File: src/design/ctlPkg.sv
package ctlPkg;

  // Microword field widths
  typedef logic [2:0] dispT;
  typedef logic [2:0] specT;
  typedef logic [2:0] condT;
  typedef logic [1:0] arSelT;
  typedef logic [8:0] magicT;

  // Bits 24:23 spare, then disp, spec, cond, arSel, arxSel, mqLoad, magic
  typedef logic [24:0] uinstT;

  // Console function code and diagnostic register
  typedef logic [6:0] diagFuncT;
  typedef logic [3:0] diagRegT;

  localparam dispT dispNone   = 3'd0;
  localparam dispT dispMul    = 3'd1;
  localparam dispT dispNorm   = 3'd2;
  localparam dispT dispEaMod  = 3'd3;

  localparam specT specNone     = 3'd0;
  localparam specT specInhCry18 = 3'd1;
  localparam specT specGenCry18 = 3'd2;
  localparam specT specMqShift  = 3'd3;
  localparam specT specLoadPc   = 3'd4;
  localparam specT specArlInd   = 3'd5;

  // Codes 6 and 7 are no-ops
  localparam condT condNone    = 3'd0;
  localparam condT condArlLoad = 3'd1;
  localparam condT condArrLoad = 3'd2;
  localparam condT condArClr   = 3'd3;
  localparam condT condArxClr  = 3'd4;
  localparam condT condArlInd  = 3'd5;

  localparam arSelT selHold = 2'd0;
  localparam arSelT selMem  = 2'd1;
  localparam arSelT selAd   = 2'd2;
  localparam arSelT selAlt  = 2'd3;

  localparam diagFuncT diagLoadReg = 7'o076;
  localparam diagFuncT diagReadAr  = 7'o100;
  localparam diagFuncT diagReadArx = 7'o101;
  localparam diagFuncT diagReadMq  = 7'o102;
  localparam diagFuncT diagReadPc  = 7'o103;
  localparam diagFuncT diagReadCtl = 7'o104;
  localparam diagFuncT diagReadReg = 7'o105;
  localparam diagFuncT diagLoadAr  = 7'o177;

endpackage

File: src/design/uinstIssue.sv
`timescale 1ns/1ps

module uinstIssue (
  input  logic          CTL,
  input  logic          rstN,
  input  logic          uReq,
  input  ctlPkg::uinstT uinst,
  output logic          uAck,
  output logic          step,
  output ctlPkg::uinstT heldUinst
);

  logic accept;

  // New request, not yet stepped or acknowledged
  assign accept = uReq && !uAck && !step;

  always_ff @(posedge CTL) begin
    if (!rstN) begin
      step <= 1'b0;
      uAck <= 1'b0;
    end else begin
      step <= accept;
      if (step) begin
        uAck <= 1'b1;
      end else if (!uReq) begin
        uAck <= 1'b0;
      end
    end
  end

  always_ff @(posedge CTL) begin
    if (accept) begin
      heldUinst <= uinst;
    end
  end

  // Ack only ever answers a live request
  assert property (@(posedge CTL) disable iff (!rstN)
    $rose(uAck) |-> $past(uReq))
    else $error("uAck rose without uReq");

endmodule

File: src/design/uinstDecode.sv
`timescale 1ns/1ps

module uinstDecode (
  input  ctlPkg::uinstT  heldUinst,
  input  logic           step,
  input  logic           arx18,
  output ctlPkg::arSelT  arlSrc,
  output ctlPkg::arSelT  arrSrc,
  output ctlPkg::arSelT  arxSrc,
  output logic           arlClr,
  output logic           arrClr,
  output logic           arxClr,
  output logic           mqLoad,
  output logic           mqShift,
  output logic           mqClr,
  output logic           pcLoad,
  output logic           inhCry18,
  output logic           genCry18,
  output logic [8:0]     ctlStatus
);

  ctlPkg::dispT  disp;
  ctlPkg::specT  spec;
  ctlPkg::condT  cond;
  ctlPkg::arSelT arSel;
  ctlPkg::arSelT arxSel;
  ctlPkg::magicT magic;
  logic          arlInd;

  // Field split of the held microword
  assign disp   = heldUinst[22:20];
  assign spec   = heldUinst[19:17];
  assign cond   = heldUinst[16:14];
  assign arSel  = heldUinst[13:12];
  assign arxSel = heldUinst[11:10];
  assign magic  = heldUinst[8:0];

  always_comb begin
    arlInd   = step && (spec == ctlPkg::specArlInd || cond == ctlPkg::condArlInd);
    // Short EA from ARX bit 18, top of the right half
    arlClr   = step && (cond == ctlPkg::condArClr || (disp == ctlPkg::dispEaMod && arx18));
    arrClr   = step && (cond == ctlPkg::condArClr || (arlInd && magic[5]));
    arxClr   = step && cond == ctlPkg::condArxClr;
    mqClr    = arlInd && magic[6];
    mqShift  = step && (disp == ctlPkg::dispMul || disp == ctlPkg::dispNorm ||
                        spec == ctlPkg::specMqShift);
    mqLoad   = step && heldUinst[9];
    pcLoad   = step && spec == ctlPkg::specLoadPc;
    inhCry18 = step && spec == ctlPkg::specInhCry18;
    genCry18 = step && spec == ctlPkg::specGenCry18;

    arlSrc = ctlPkg::selHold;
    arrSrc = ctlPkg::selHold;
    arxSrc = ctlPkg::selHold;
    if (step) begin
      if (arlInd) begin
        arlSrc = magic[8:7];
      end else if (cond != ctlPkg::condArrLoad) begin
        arlSrc = arSel;
      end
      if (cond != ctlPkg::condArlLoad) begin
        arrSrc = arSel;
      end
      arxSrc = arxSel;
    end

    // Clear wins over any load
    if (arlClr) arlSrc = ctlPkg::selHold;
    if (arrClr) arrSrc = ctlPkg::selHold;
    if (arxClr) arxSrc = ctlPkg::selHold;
  end

  assign ctlStatus = {arlClr, arrClr, arxClr, mqShift, mqClr,
                      pcLoad, inhCry18, genCry18, arlInd};

endmodule

File: src/design/arDatapath.sv
`timescale 1ns/1ps

module arDatapath #(
  parameter int dataWidth = 36
) (
  input  logic                   CTL,
  input  logic                   rstN,
  input  ctlPkg::arSelT          arlSrc,
  input  ctlPkg::arSelT          arrSrc,
  input  ctlPkg::arSelT          arxSrc,
  input  logic                   arlClr,
  input  logic                   arrClr,
  input  logic                   arxClr,
  input  logic                   mqLoad,
  input  logic                   mqShift,
  input  logic                   mqClr,
  input  logic                   pcLoad,
  input  logic                   inhCry18,
  input  logic                   genCry18,
  input  logic [dataWidth-1:0]   memData,
  input  logic                   arWrite,
  input  logic [dataWidth-1:0]   arWriteData,
  output logic [dataWidth-1:0]   ar,
  output logic [dataWidth-1:0]   arx,
  output logic [dataWidth-1:0]   mq,
  output logic [dataWidth/2-1:0] pc,
  output logic                   arx18
);

  localparam int halfWidth = dataWidth / 2;

  logic [halfWidth:0]   rightSum;
  logic [halfWidth-1:0] leftSum;
  logic                 cry18;
  logic [halfWidth-1:0] arlNext;
  logic [halfWidth-1:0] arrNext;
  logic [dataWidth-1:0] arxNext;
  logic [dataWidth-1:0] mqNext;

  function automatic logic [halfWidth-1:0] pickHalf(
    input ctlPkg::arSelT        sel,
    input logic [halfWidth-1:0] mem,
    input logic [halfWidth-1:0] ad,
    input logic [halfWidth-1:0] alt,
    input logic [halfWidth-1:0] cur
  );
    case (sel)
      ctlPkg::selMem: return mem;
      ctlPkg::selAd:  return ad;
      ctlPkg::selAlt: return alt;
      default:        return cur;
    endcase
  endfunction

  always_comb begin
    rightSum = {1'b0, ar[halfWidth-1:0]} + {1'b0, arx[halfWidth-1:0]};
    // Carry into the left half can be cut or forced
    cry18    = genCry18 || (rightSum[halfWidth] && !inhCry18);
    leftSum  = ar[dataWidth-1:halfWidth] + arx[dataWidth-1:halfWidth] + halfWidth'(cry18);

    arlNext = arlClr ? '0 : pickHalf(arlSrc, memData[dataWidth-1:halfWidth], leftSum,
                                     arx[dataWidth-1:halfWidth], ar[dataWidth-1:halfWidth]);
    arrNext = arrClr ? '0 : pickHalf(arrSrc, memData[halfWidth-1:0], rightSum[halfWidth-1:0],
                                     arx[halfWidth-1:0], ar[halfWidth-1:0]);

    case (arxSrc)
      ctlPkg::selMem: arxNext = memData;
      ctlPkg::selAd:  arxNext = ar;
      ctlPkg::selAlt: arxNext = mq;
      default:        arxNext = arx;
    endcase
    if (arxClr) arxNext = '0;

    if (mqClr) mqNext = '0;
    else if (mqShift) mqNext = {mq[dataWidth-2:0], ar[dataWidth-1]};
    else if (mqLoad) mqNext = arx;
    else mqNext = mq;
  end

  always_ff @(posedge CTL) begin
    if (!rstN) begin
      ar  <= '0;
      arx <= '0;
      mq  <= '0;
      pc  <= '0;
    end else begin
      // Console write takes AR over a coinciding step
      ar  <= arWrite ? arWriteData : {arlNext, arrNext};
      arx <= arxNext;
      mq  <= mqNext;
      if (pcLoad) pc <= ar[halfWidth-1:0];
    end
  end

  assign arx18 = arx[halfWidth-1];

endmodule

File: src/design/diagResult.sv
`timescale 1ns/1ps

module diagResult #(
  parameter int dataWidth = 36
) (
  input  logic                   CTL,
  input  logic                   rstN,
  input  logic                   dReq,
  input  ctlPkg::diagFuncT       diagFunc,
  input  logic [dataWidth-1:0]   diagData,
  input  logic [dataWidth-1:0]   ar,
  input  logic [dataWidth-1:0]   arx,
  input  logic [dataWidth-1:0]   mq,
  input  logic [dataWidth/2-1:0] pc,
  input  logic [8:0]             ctlStatus,
  output logic                   dAck,
  output logic [dataWidth-1:0]   readData,
  output logic                   arWrite,
  output logic [dataWidth-1:0]   arWriteData,
  output logic                   memReset,
  output logic                   channelClkStop
);

  ctlPkg::diagRegT      diagReg;
  logic [3:0]           group;
  logic [2:0]           digit;
  logic                 accept;
  logic                 isLoadReg;
  logic                 isLoadAr;
  logic [dataWidth-1:0] readMux;

  // Group is the top octal digits, then the low digit picks the function
  assign group     = diagFunc[6:3];
  assign digit     = diagFunc[2:0];
  assign isLoadReg = group == ctlPkg::diagLoadReg[6:3] && digit == ctlPkg::diagLoadReg[2:0];
  assign isLoadAr  = group == ctlPkg::diagLoadAr[6:3] && digit == ctlPkg::diagLoadAr[2:0];
  assign accept    = dReq && !dAck;

  always_comb begin
    readMux = '0;
    if (group == ctlPkg::diagReadAr[6:3]) begin
      case (digit)
        ctlPkg::diagReadAr[2:0]:  readMux = ar;
        ctlPkg::diagReadArx[2:0]: readMux = arx;
        ctlPkg::diagReadMq[2:0]:  readMux = mq;
        ctlPkg::diagReadPc[2:0]:  readMux = dataWidth'(pc);
        ctlPkg::diagReadCtl[2:0]: readMux = dataWidth'(ctlStatus);
        ctlPkg::diagReadReg[2:0]: readMux = dataWidth'(diagReg);
        default:                  readMux = '0;
      endcase
    end
  end

  always_ff @(posedge CTL) begin
    if (!rstN) begin
      dAck     <= 1'b0;
      readData <= '0;
      arWrite  <= 1'b0;
      diagReg  <= '0;
    end else begin
      arWrite <= accept && isLoadAr;
      if (accept) begin
        dAck     <= 1'b1;
        readData <= readMux;
        if (isLoadReg) diagReg <= diagData[3:0];
      end else if (!dReq) begin
        dAck     <= 1'b0;
        readData <= '0;
      end
    end
  end

  always_ff @(posedge CTL) begin
    if (accept) arWriteData <= diagData;
  end

  // memReset, channelClkStop, ldEbusReg, forceExtend
  assign memReset       = diagReg[3];
  assign channelClkStop = diagReg[2];

  assert property (@(posedge CTL) disable iff (!rstN) arWrite |=> !arWrite)
    else $error("arWrite held past one cycle");

endmodule

File: src/design/ctlSubsystem.sv
`timescale 1ns/1ps

module ctlSubsystem #(
  parameter int dataWidth = 36
) (
  input  logic                 CTL,
  input  logic                 rstN,
  input  logic                 uReq,
  input  ctlPkg::uinstT        uinst,
  output logic                 uAck,
  input  logic [dataWidth-1:0] memData,
  input  logic                 dReq,
  input  ctlPkg::diagFuncT     diagFunc,
  input  logic [dataWidth-1:0] diagData,
  output logic                 dAck,
  output logic [dataWidth-1:0] readData,
  output logic                 memReset,
  output logic                 channelClkStop
);

  logic                   step;
  ctlPkg::uinstT          heldUinst;
  ctlPkg::arSelT          arlSrc;
  ctlPkg::arSelT          arrSrc;
  ctlPkg::arSelT          arxSrc;
  logic                   arlClr;
  logic                   arrClr;
  logic                   arxClr;
  logic                   mqLoad;
  logic                   mqShift;
  logic                   mqClr;
  logic                   pcLoad;
  logic                   inhCry18;
  logic                   genCry18;
  logic [8:0]             ctlStatus;
  logic [dataWidth-1:0]   ar;
  logic [dataWidth-1:0]   arx;
  logic [dataWidth-1:0]   mq;
  logic [dataWidth/2-1:0] pc;
  logic                   arx18;
  logic                   arWrite;
  logic [dataWidth-1:0]   arWriteData;

  uinstIssue uinstIssue_inst (
    .CTL       (CTL),
    .rstN      (rstN),
    .uReq      (uReq),
    .uinst     (uinst),
    .uAck      (uAck),
    .step      (step),
    .heldUinst (heldUinst)
  );

  uinstDecode uinstDecode_inst (
    .heldUinst (heldUinst),
    .step      (step),
    .arx18     (arx18),
    .arlSrc    (arlSrc),
    .arrSrc    (arrSrc),
    .arxSrc    (arxSrc),
    .arlClr    (arlClr),
    .arrClr    (arrClr),
    .arxClr    (arxClr),
    .mqLoad    (mqLoad),
    .mqShift   (mqShift),
    .mqClr     (mqClr),
    .pcLoad    (pcLoad),
    .inhCry18  (inhCry18),
    .genCry18  (genCry18),
    .ctlStatus (ctlStatus)
  );

  arDatapath #(.dataWidth(dataWidth)) arDatapath_inst (
    .CTL         (CTL),
    .rstN        (rstN),
    .arlSrc      (arlSrc),
    .arrSrc      (arrSrc),
    .arxSrc      (arxSrc),
    .arlClr      (arlClr),
    .arrClr      (arrClr),
    .arxClr      (arxClr),
    .mqLoad      (mqLoad),
    .mqShift     (mqShift),
    .mqClr       (mqClr),
    .pcLoad      (pcLoad),
    .inhCry18    (inhCry18),
    .genCry18    (genCry18),
    .memData     (memData),
    .arWrite     (arWrite),
    .arWriteData (arWriteData),
    .ar          (ar),
    .arx         (arx),
    .mq          (mq),
    .pc          (pc),
    .arx18       (arx18)
  );

  diagResult #(.dataWidth(dataWidth)) diagResult_inst (
    .CTL            (CTL),
    .rstN           (rstN),
    .dReq           (dReq),
    .diagFunc       (diagFunc),
    .diagData       (diagData),
    .ar             (ar),
    .arx            (arx),
    .mq             (mq),
    .pc             (pc),
    .ctlStatus      (ctlStatus),
    .dAck           (dAck),
    .readData       (readData),
    .arWrite        (arWrite),
    .arWriteData    (arWriteData),
    .memReset       (memReset),
    .channelClkStop (channelClkStop)
  );

endmodule

File: config.mk
export PLATFORM = sky130hd
export DESIGN_NAME = ctlSubsystem
export DESIGN_NICKNAME = d
export VERILOG_FILES = /design/src/design/ctlPkg.sv /design/src/design/uinstIssue.sv /design/src/design/uinstDecode.sv /design/src/design/arDatapath.sv /design/src/design/diagResult.sv /design/src/design/ctlSubsystem.sv
export SDC_FILE = /design/constraint.sdc
export NUM_CORES = 1
export LEC_CHECK = 0
export ABC_AREA = 1
export BUFFER_PORTS_ARGS = -buffer_cell sky130_fd_sc_hd__clkbuf_2
export CORE_MARGIN = 5
export CORE_UTILIZATION = 45
export DETAILED_ROUTE_END_ITERATION = 7
export SLEW_MARGIN = 20
export SYNTH_ARGS = -nofsm -noshare
export SYNTH_HDL_FRONTEND = slang
export SYNTH_SLANG_ARGS = --single-unit
export TNS_END_PERCENT = 100
File: constraint.sdc
create_clock -name CTL -period 4.88 [get_ports CTL]
set_clock_uncertainty 0.05 [all_clocks]
set_input_delay 0.488 -clock CTL [delete_from_list [all_inputs] [get_ports CTL]]
set_output_delay 0.488 -clock CTL [all_outputs]
set_load 0.005 [all_outputs]
# Yosys cells after proc, flatten, opt, wreduce, memory -nomap -nowiden
# Cells that the tools add are included.
word_totals:
  rom_bits: 0
  reg_bits: 229
  output_inout_bits: 40
  ram_bits: 0
  memories: 0
  latch_bits: 0
op_classes:
  shifts: 0
  n_addsub: 3
  n_mux: 25
  div: 0
  n_mul: 0
  reduce_logical: 37
  order_cmp: 0
  bitwise: 1
  eq_ne: 34
op_table:
  columns: ["operator", "n"]
  rows:
  - ["two-way mux 36 bit", 6]
  - ["case mux 36 bit (6 select lines)", 1]
  - ["case mux 18 bit (3 select lines)", 2]
  - ["case mux 36 bit (3 select lines)", 1]
  - ["two-way mux 18 bit", 2]
  - ["equality test 3 bit (second input constant)", 8]
  - ["equality test 3 x 2 -> 1 bit (second input constant)", 7]
  - ["adder 18 x 18 -> 19 bit", 1]
  - ["logical AND 1 bit", 19]
  - ["adder 18 x 1 -> 18 bit", 1]
  - ["adder 18 bit", 1]
  - ["two-way mux 2 bit", 9]
  - ["equality test 2 bit (second input constant)", 6]
  - ["nonzero test 5 bit", 2]
  - ["equality test 3 x 1 -> 1 bit (second input constant)", 3]
  - ["equality test 4 bit (second input constant)", 2]
  - ["equality test 2 x 1 -> 1 bit (second input constant)", 3]
  - ["logical OR 1 bit", 6]
  - ["equality test 4 x 3 -> 1 bit (second input constant)", 1]
  - ["zero test 1 bit", 4]
  - ["two-way mux 1 bit", 4]
  - ["!= test 2 x 1 -> 1 bit (second input constant)", 2]
  - ["OR reduction 2 bit", 2]
  - ["zero test 3 bit", 1]
  - ["other kinds (6)", 6]

# Logic depth before layout (Yosys ltp)
logic_depth:
  word_depth: 11
  mapped_depth: 26
  depth_no_buf: 26

# Modules after synthesis
# Synthesis repeated with hierarchy kept, for this count alone.
unflattened:
  cells_unflattened: 1754
  hier_area_um2: 13045.0
by_module_without_submodules:
  columns: ["module", "cells_each", "seq_area_each_um2", "instances", "area_each_um2"]
  rows:
  - ["arDatapath", 1169, 2522.4, 1, 8026.4]
  - ["diagResult", 484, 1921.8, 1, 3812.4]
  - ["uinstIssue", 34, 790.8, 1, 820.8]
  - ["uinstDecode", 67, 0.0, 1, 385.4]

# Least setup slack after synthesis
# No wires, ideal clock.
synth_timing:
  path_type: "register -> register"
  start: "register arDatapath_inst.ar[0]"
  end: "register arDatapath_inst.ar[24]"
  t_arrival_ns: 3.468
  slack_ns: 1.245
  synth_period_minus_slack_ns: 3.635
  stages_incl_launch_ff: 24
  required_time_ns: 4.713
  setup_ns: 0.117
  cell_sequence: "dfxtp_1 -> ha_1 -> fa_1 -> nand3_1 -> nand2_1 -> nand2_1 -> nand2_1 -> nand2_1 -> nand2_1 -> nand2_1 -> nand2_1 -> a21oi_1 -> o21bai_1 -> fa_1 -> fa_1 -> nand3_1 -> nand2_1 -> nand2_1 -> nand2_1 -> or2_2 -> nand3_1 -> nand3_1 -> a21oi_1 -> nor2_1"
synth_via:
  elab_chain_len: 7
synth_rtl:
  columns: ["item", "line", "text"]
  rows:
  - ["start: declaration", "arDatapath.sv:23", "output logic [dataWidth-1:0] ar,"]
  - ["start signal: assignment", "arDatapath.sv:88", "ar <= arWrite ? arWriteData : {arlNext, arrNext};"]
  - ["adder 18 x 18 -> 19 bit", "arDatapath.sv:56", "rightSum = {1'b0, ar[halfWidth-1:0]} + {1'b0, arx[halfWidth-1:0]};"]
  - ["logical AND 1 bit", "arDatapath.sv:58", "cry18 = genCry18 || (rightSum[halfWidth] && !inhCry18);"]
  - ["logical OR 1 bit", "arDatapath.sv:58", null]
  - ["adder 18 x 1 -> 18 bit", "arDatapath.sv:59", "leftSum = ar[dataWidth-1:halfWidth] + arx[dataWidth-1:halfWidth] + halfWidth'(cry18);"]
  - ["case mux 18 bit (3 select lines)", "arDatapath.sv:47", "case (sel)"]
  - ["two-way mux 18 bit", "arDatapath.sv:61", "arlNext = arlClr ? '0 : pickHalf(arlSrc, memData[dataWidth-1:halfWidth], leftSum,"]
  - ["two-way mux 36 bit", "arDatapath.sv:88", null]
# No other way between the ends.
# A chain may end at the register's enable or synchronous reset.

# Worst setup path after layout
# Ends and elaborated chain as after synthesis.

==> parameters.txt <==
Parameter                              Value

Placement
  Gp weighted congestion    0.9137
  IO Port Bufs    140
  DP Cell Count    2229
  Placed wire-length estimate    30.78 mm

Critical path
  Register-to-register setup slack    0.65 ns
  Worst r2r dst    arDatapath_inst.ar[24]$_SDFFE_PN0P_
  Critical path cell sequence    ha_1 > fa_1 > nand3_1 > nand2_1 > nand2_1 > nand2_1 > nand2_1 > nand2_1 > nand2_1 > nand2_1 > a21oi_1 > o21bai_1 > fa_1 > fa_1 > nand3_1 > nand2_1 > nand2_1 > nand2_1 > or2_2 > nand3_1 > nand3_1 > a21oi_1 > nor2_1
  Capturing element type of the critical path    flop
  Most used cell, CP    sky130_fd_sc_hd__nand2_1
  Critical R2R Launch    arDatapath_inst.ar[0]$_SDFFE_PN0P_
  Highest fanout seen on the critical path    5
  CP Launch Type    flop
  Required arrival time at the worst endpoint    5.24 ns
  CP Buf/Inv Count    0
  Dominant delay contributor by cell family on the critical path    adder cells
  Crit path launch    arDatapath_inst.ar[0]$_SDFFE_PN0P_
  Worst endpoint data arrival time    4.59 ns
  Critical path's slowest cell    sky130_fd_sc_hd__fa_1
  Start-to-end type of the worst setup path    reg -> reg
  Depth of the most critical reg-to-reg path    23
  Critical Path Max Stage Delay    0.51 ns

Layout
  Signed area change from the synthesized netlist to the final layout    14.70%
  N_diodes    0
  Final layout net count    a little over 2000
  Count of fill cells added during filler insertion    2787
  Share of layout cells above drive strength 1    0.1295
  Final Instance Count excl. Fillers    2277

Synthesis
  Top cell type's share of synthesized area    0.2709
  Synthesized-area fraction occupied by and/or/nand/nor cells    0.2929
  Synth Instances    1778
  Warnings from Yosys    0
  Avg Synthesized Cell Area    7.067 µm²
  Arithmetic-cell share of the synthesized area counting full adders, half adders and majority gates    0.03864
  Xor and xnor area share after synthesis    0.008365
  Largest area contributor in the synthesized netlist    sky130_fd_sc_hd__dfxtp_1
  Biggest area contributors in the synthesized netlist    sky130_fd_sc_hd__dfxtp_1, sky130_fd_sc_hd__nand2_1, sky130_fd_sc_hd__edfxtp_1
  Share of cell area taken by muxes after synthesis    0
  Dominant register cell in the synthesized netlist    sky130_fd_sc_hd__dfxtp_1
  Number of distinct library cells after synthesis    48
  Number of flops mapped to enable cells by yosys    between 50 and 60
  Main combinational cell family by area after synthesis    simple AND/OR/NAND/NOR gates
  Register bit count reported by yosys    approximately 220
  Netlist area before placement    12560 µm²
  List of most frequent post-synthesis cells    sky130_fd_sc_hd__nand2_1, sky130_fd_sc_hd__a21oi_1, sky130_fd_sc_hd__dfxtp_1
  Post-synthesis sequential area ratio    0.3999
  Fraction of the mapped netlist area in compound gates    0.1882
  Asr flop ratio synth    0
  Most common cell in the synthesized netlist    sky130_fd_sc_hd__nand2_1
  Synth Net Count    1923

Die
  Starting Density    0.4535
  Placeable Area    27710 µm²
  Overall die width    around 180 µm
  Site Rows    61
  Total Die Area    around 31000 µm²
  Die outline height    177.1 µm
  Top-level port count    148

CTS
  Clock latency on the worst-skew pair    0.53 ns
  Clock tree from TritonCTS    done
  Number of buffers inserted during clock tree synthesis    26
  Largest buffer count on any clock path    3
  Post-CTS Setup Bufs    0
  Sink Count    around 220
  Hold buffers post-CTS    0
  Number of levels the H-tree was split into    1
  Clock slew seen by the registers of the worst setup and hold paths    approximately 0.06 ns
  Buffer cell driving the clock tree root    sky130_fd_sc_hd__clkbuf_16
  Post-cts resize count    0

Status
  Run status    finished, final reports clean

Route
  Wirelength, routed    42.83 mm
  # DRC    0
  Initial DRC count    896
  Vias post-DR    12695
  Final antenna-violating net count    0
  Detail-routed via count per cell    between 5 and 6
  Routed WL per cell    18.81 µm
  First-pass iteration count of the detailed router    5

Job
  Max Cap Violations    0

Worst hold path
  Hold path cells    1
  Min-delay src    uinst[9]
  Class of the worst hold path    in -> reg
  Destination of the worst hold path    uinstIssue_inst.heldUinst[9]$_DFFE_PP_

GRT
  Congestion Overflow GR    0
  Antenna violations before repair    0
  First-pass GRT wire length    67.14 mm
  Total Routing Usage GR    0.2681
  Maximum number of pins on one net before global-route repair    74
  Via count of the first global-routing pass    12460

STA
  Final setup TNS    0 ns
  Unrepaired setup endpoints after global routing    no
  Maximum achievable frequency    0.2366 GHz
  Tightest Pin Transition    1.008 ns
  Max-slew violation count    0
  Slew Limit Headroom    0.3272
  Min cycle time layout    4.227 ns
  Final setup fails    0
  Tcrit/Tclk final    0.8661
  Final Hold Fails    0

Power and ir drop
  Logic pwr share    0.131
  Share of power burned in registers    0.434
  Static leakage power    6.271 nW
  Max rail drop VDD    0.2743 mV
  Switching part of the total    0.2712
  Areal power density over the cells    336.7 nW/µm²
  Clock Power Share    0.435
  P_int    about 0.0035 W
  Total power consumption of the routed design    0.004852 W
  Net switching power of the design    0.001316 W
## flip-flops by register name (all words and copies together), names as in the netlist
signal and cells:
diagResult_inst.diagReg 4, diagResult_inst.arWrite 1, uinstIssue_inst.step 1, arDatapath_inst.arx 36
arDatapath_inst.ar 36, arDatapath_inst.pc 18, uinstIssue_inst.uAck 1, diagResult_inst.readData 36
diagResult_inst.arWriteData 36, arDatapath_inst.mq 36, diagResult_inst.dAck 1, uinstIssue_inst.heldUinst 18
## worst register-to-register path: cells and delay by family, from the launching register on
kind	cells	cell delay, ns
adders and majority gates	4	1.74
and+or+nand+nor	16	1.52
AOI/OAI and AO/OA	3	0.44
DFF	1	0.35
## logic make-up (layout without fill, tap and decap cells)
group,count (synthesis),in the layout
flip-flops,224,224
AO/OA/AOI/OAI,427,427
buffers and inverters,204,325
AND/OR/NAND/NOR,874,874
adder cells (fa/ha/maj),37,37
XOR/XNOR,12,12
## worst max-delay path by stage
| stage | end | slack (ns) | depth (start not counted) |
|---|---|---|---|
| 3_3_place_gp | arDatapath_inst.ar[24]$_SDFFE_PN0P_ | 0.77 | 23 |
| 3_5_place_dp | arDatapath_inst.ar[24]$_SDFFE_PN0P_ | 0.70 | 23 |
| 2_1_floorplan | arDatapath_inst.ar[24]$_SDFFE_PN0P_ | 1.25 | 23 |
| 5_1_grt | arDatapath_inst.ar[34]$_SDFFE_PN0P_ | 0.27 | 24 |
| 6_report | arDatapath_inst.ar[24]$_SDFFE_PN0P_ | 0.65 | 23 |
| 4_1_cts | arDatapath_inst.ar[24]$_SDFFE_PN0P_ | 0.67 | 23 |
## layout by cell type, fill, tap and decap left out, types with 7 or more instances in the layout
master and instances:
sky130_fd_sc_hd__nand3b_1 11, sky130_fd_sc_hd__nor3_1 29, sky130_fd_sc_hd__xor2_1 11, sky130_fd_sc_hd__nor2_1 111, sky130_fd_sc_hd__nor2_2 8, sky130_fd_sc_hd__buf_4 23, sky130_fd_sc_hd__a22oi_1 22, sky130_fd_sc_hd__o21a_1 8
sky130_fd_sc_hd__inv_1 101, sky130_fd_sc_hd__dfxtp_1 170, sky130_fd_sc_hd__o21ai_1 27, sky130_fd_sc_hd__o211ai_1 16, sky130_fd_sc_hd__nand3_1 128, sky130_fd_sc_hd__inv_2 7, sky130_fd_sc_hd__edfxtp_1 54, sky130_fd_sc_hd__ha_1 34
sky130_fd_sc_hd__nand2_1 557, sky130_fd_sc_hd__o21ai_0 95, sky130_fd_sc_hd__a21oi_1 209, sky130_fd_sc_hd__a31oi_1 36, sky130_fd_sc_hd__clkbuf_2 140, sky130_fd_sc_hd__clkbuf_16 28
## through the flow
step | cell area, µm² | worst slack, ns | util | hold WS, ns
2_1_floorplan | 12560 | 1.245 | - | 0.4054
3_5_place_dp | 13470 | 0.7032 | 0.4863 | 0.4073
4_1_cts | 14410 | 0.6677 | 0.5202 | 0.06250
6_report | 14410 | 0.6533 | 0.5202 | 0.08223
5_1_grt | 14410 | 0.2654 | 0.5202 | 0.06609
3_3_place_gp | 13470 | 0.7702 | 0.4863 | 0.4044
## final cells by class
cell class              instances  area [µm²]  share of cell area
clock buffers                  39       792.0             0.05496
clock inverters                 9       146.4             0.01016
inverters                     114       435.4             0.03021
multi-input cells            1350        6666              0.4626
flip-flops and latches        224        5025              0.3487
well taps                     378       473.0             0.03282
repair buffers                163       873.3             0.06060
## per-layer routing
| metal | track usage | wire length (µm) | part of all wire |
|---|---|---|---|
| met5 | 0 | 0 | 0 |
| met4 | 0.1293 | 2341 | 0.055 |
| met3 | 0.03461 | 2280 | 0.053 |
| met2 | 0.4821 | 21540 | 0.50 |
| met1 | 0.3150 | 16670 | 0.39 |
## power groups by stage
stage / logic, W / clock network, W / registers, W
floorplan: 0.000438 / 0 / 0.00210
global placement: 0.000620 / 0 / 0.00214
detailed placement: 0.000629 / 0 / 0.00214
CTS: 0.000631 / 0.00216 / 0.00210
global route: 0.000706 / 0.00223 / 0.00211
finish: 0.000634 / 0.00211 / 0.00211
Power figures use the tool's default switching activity.
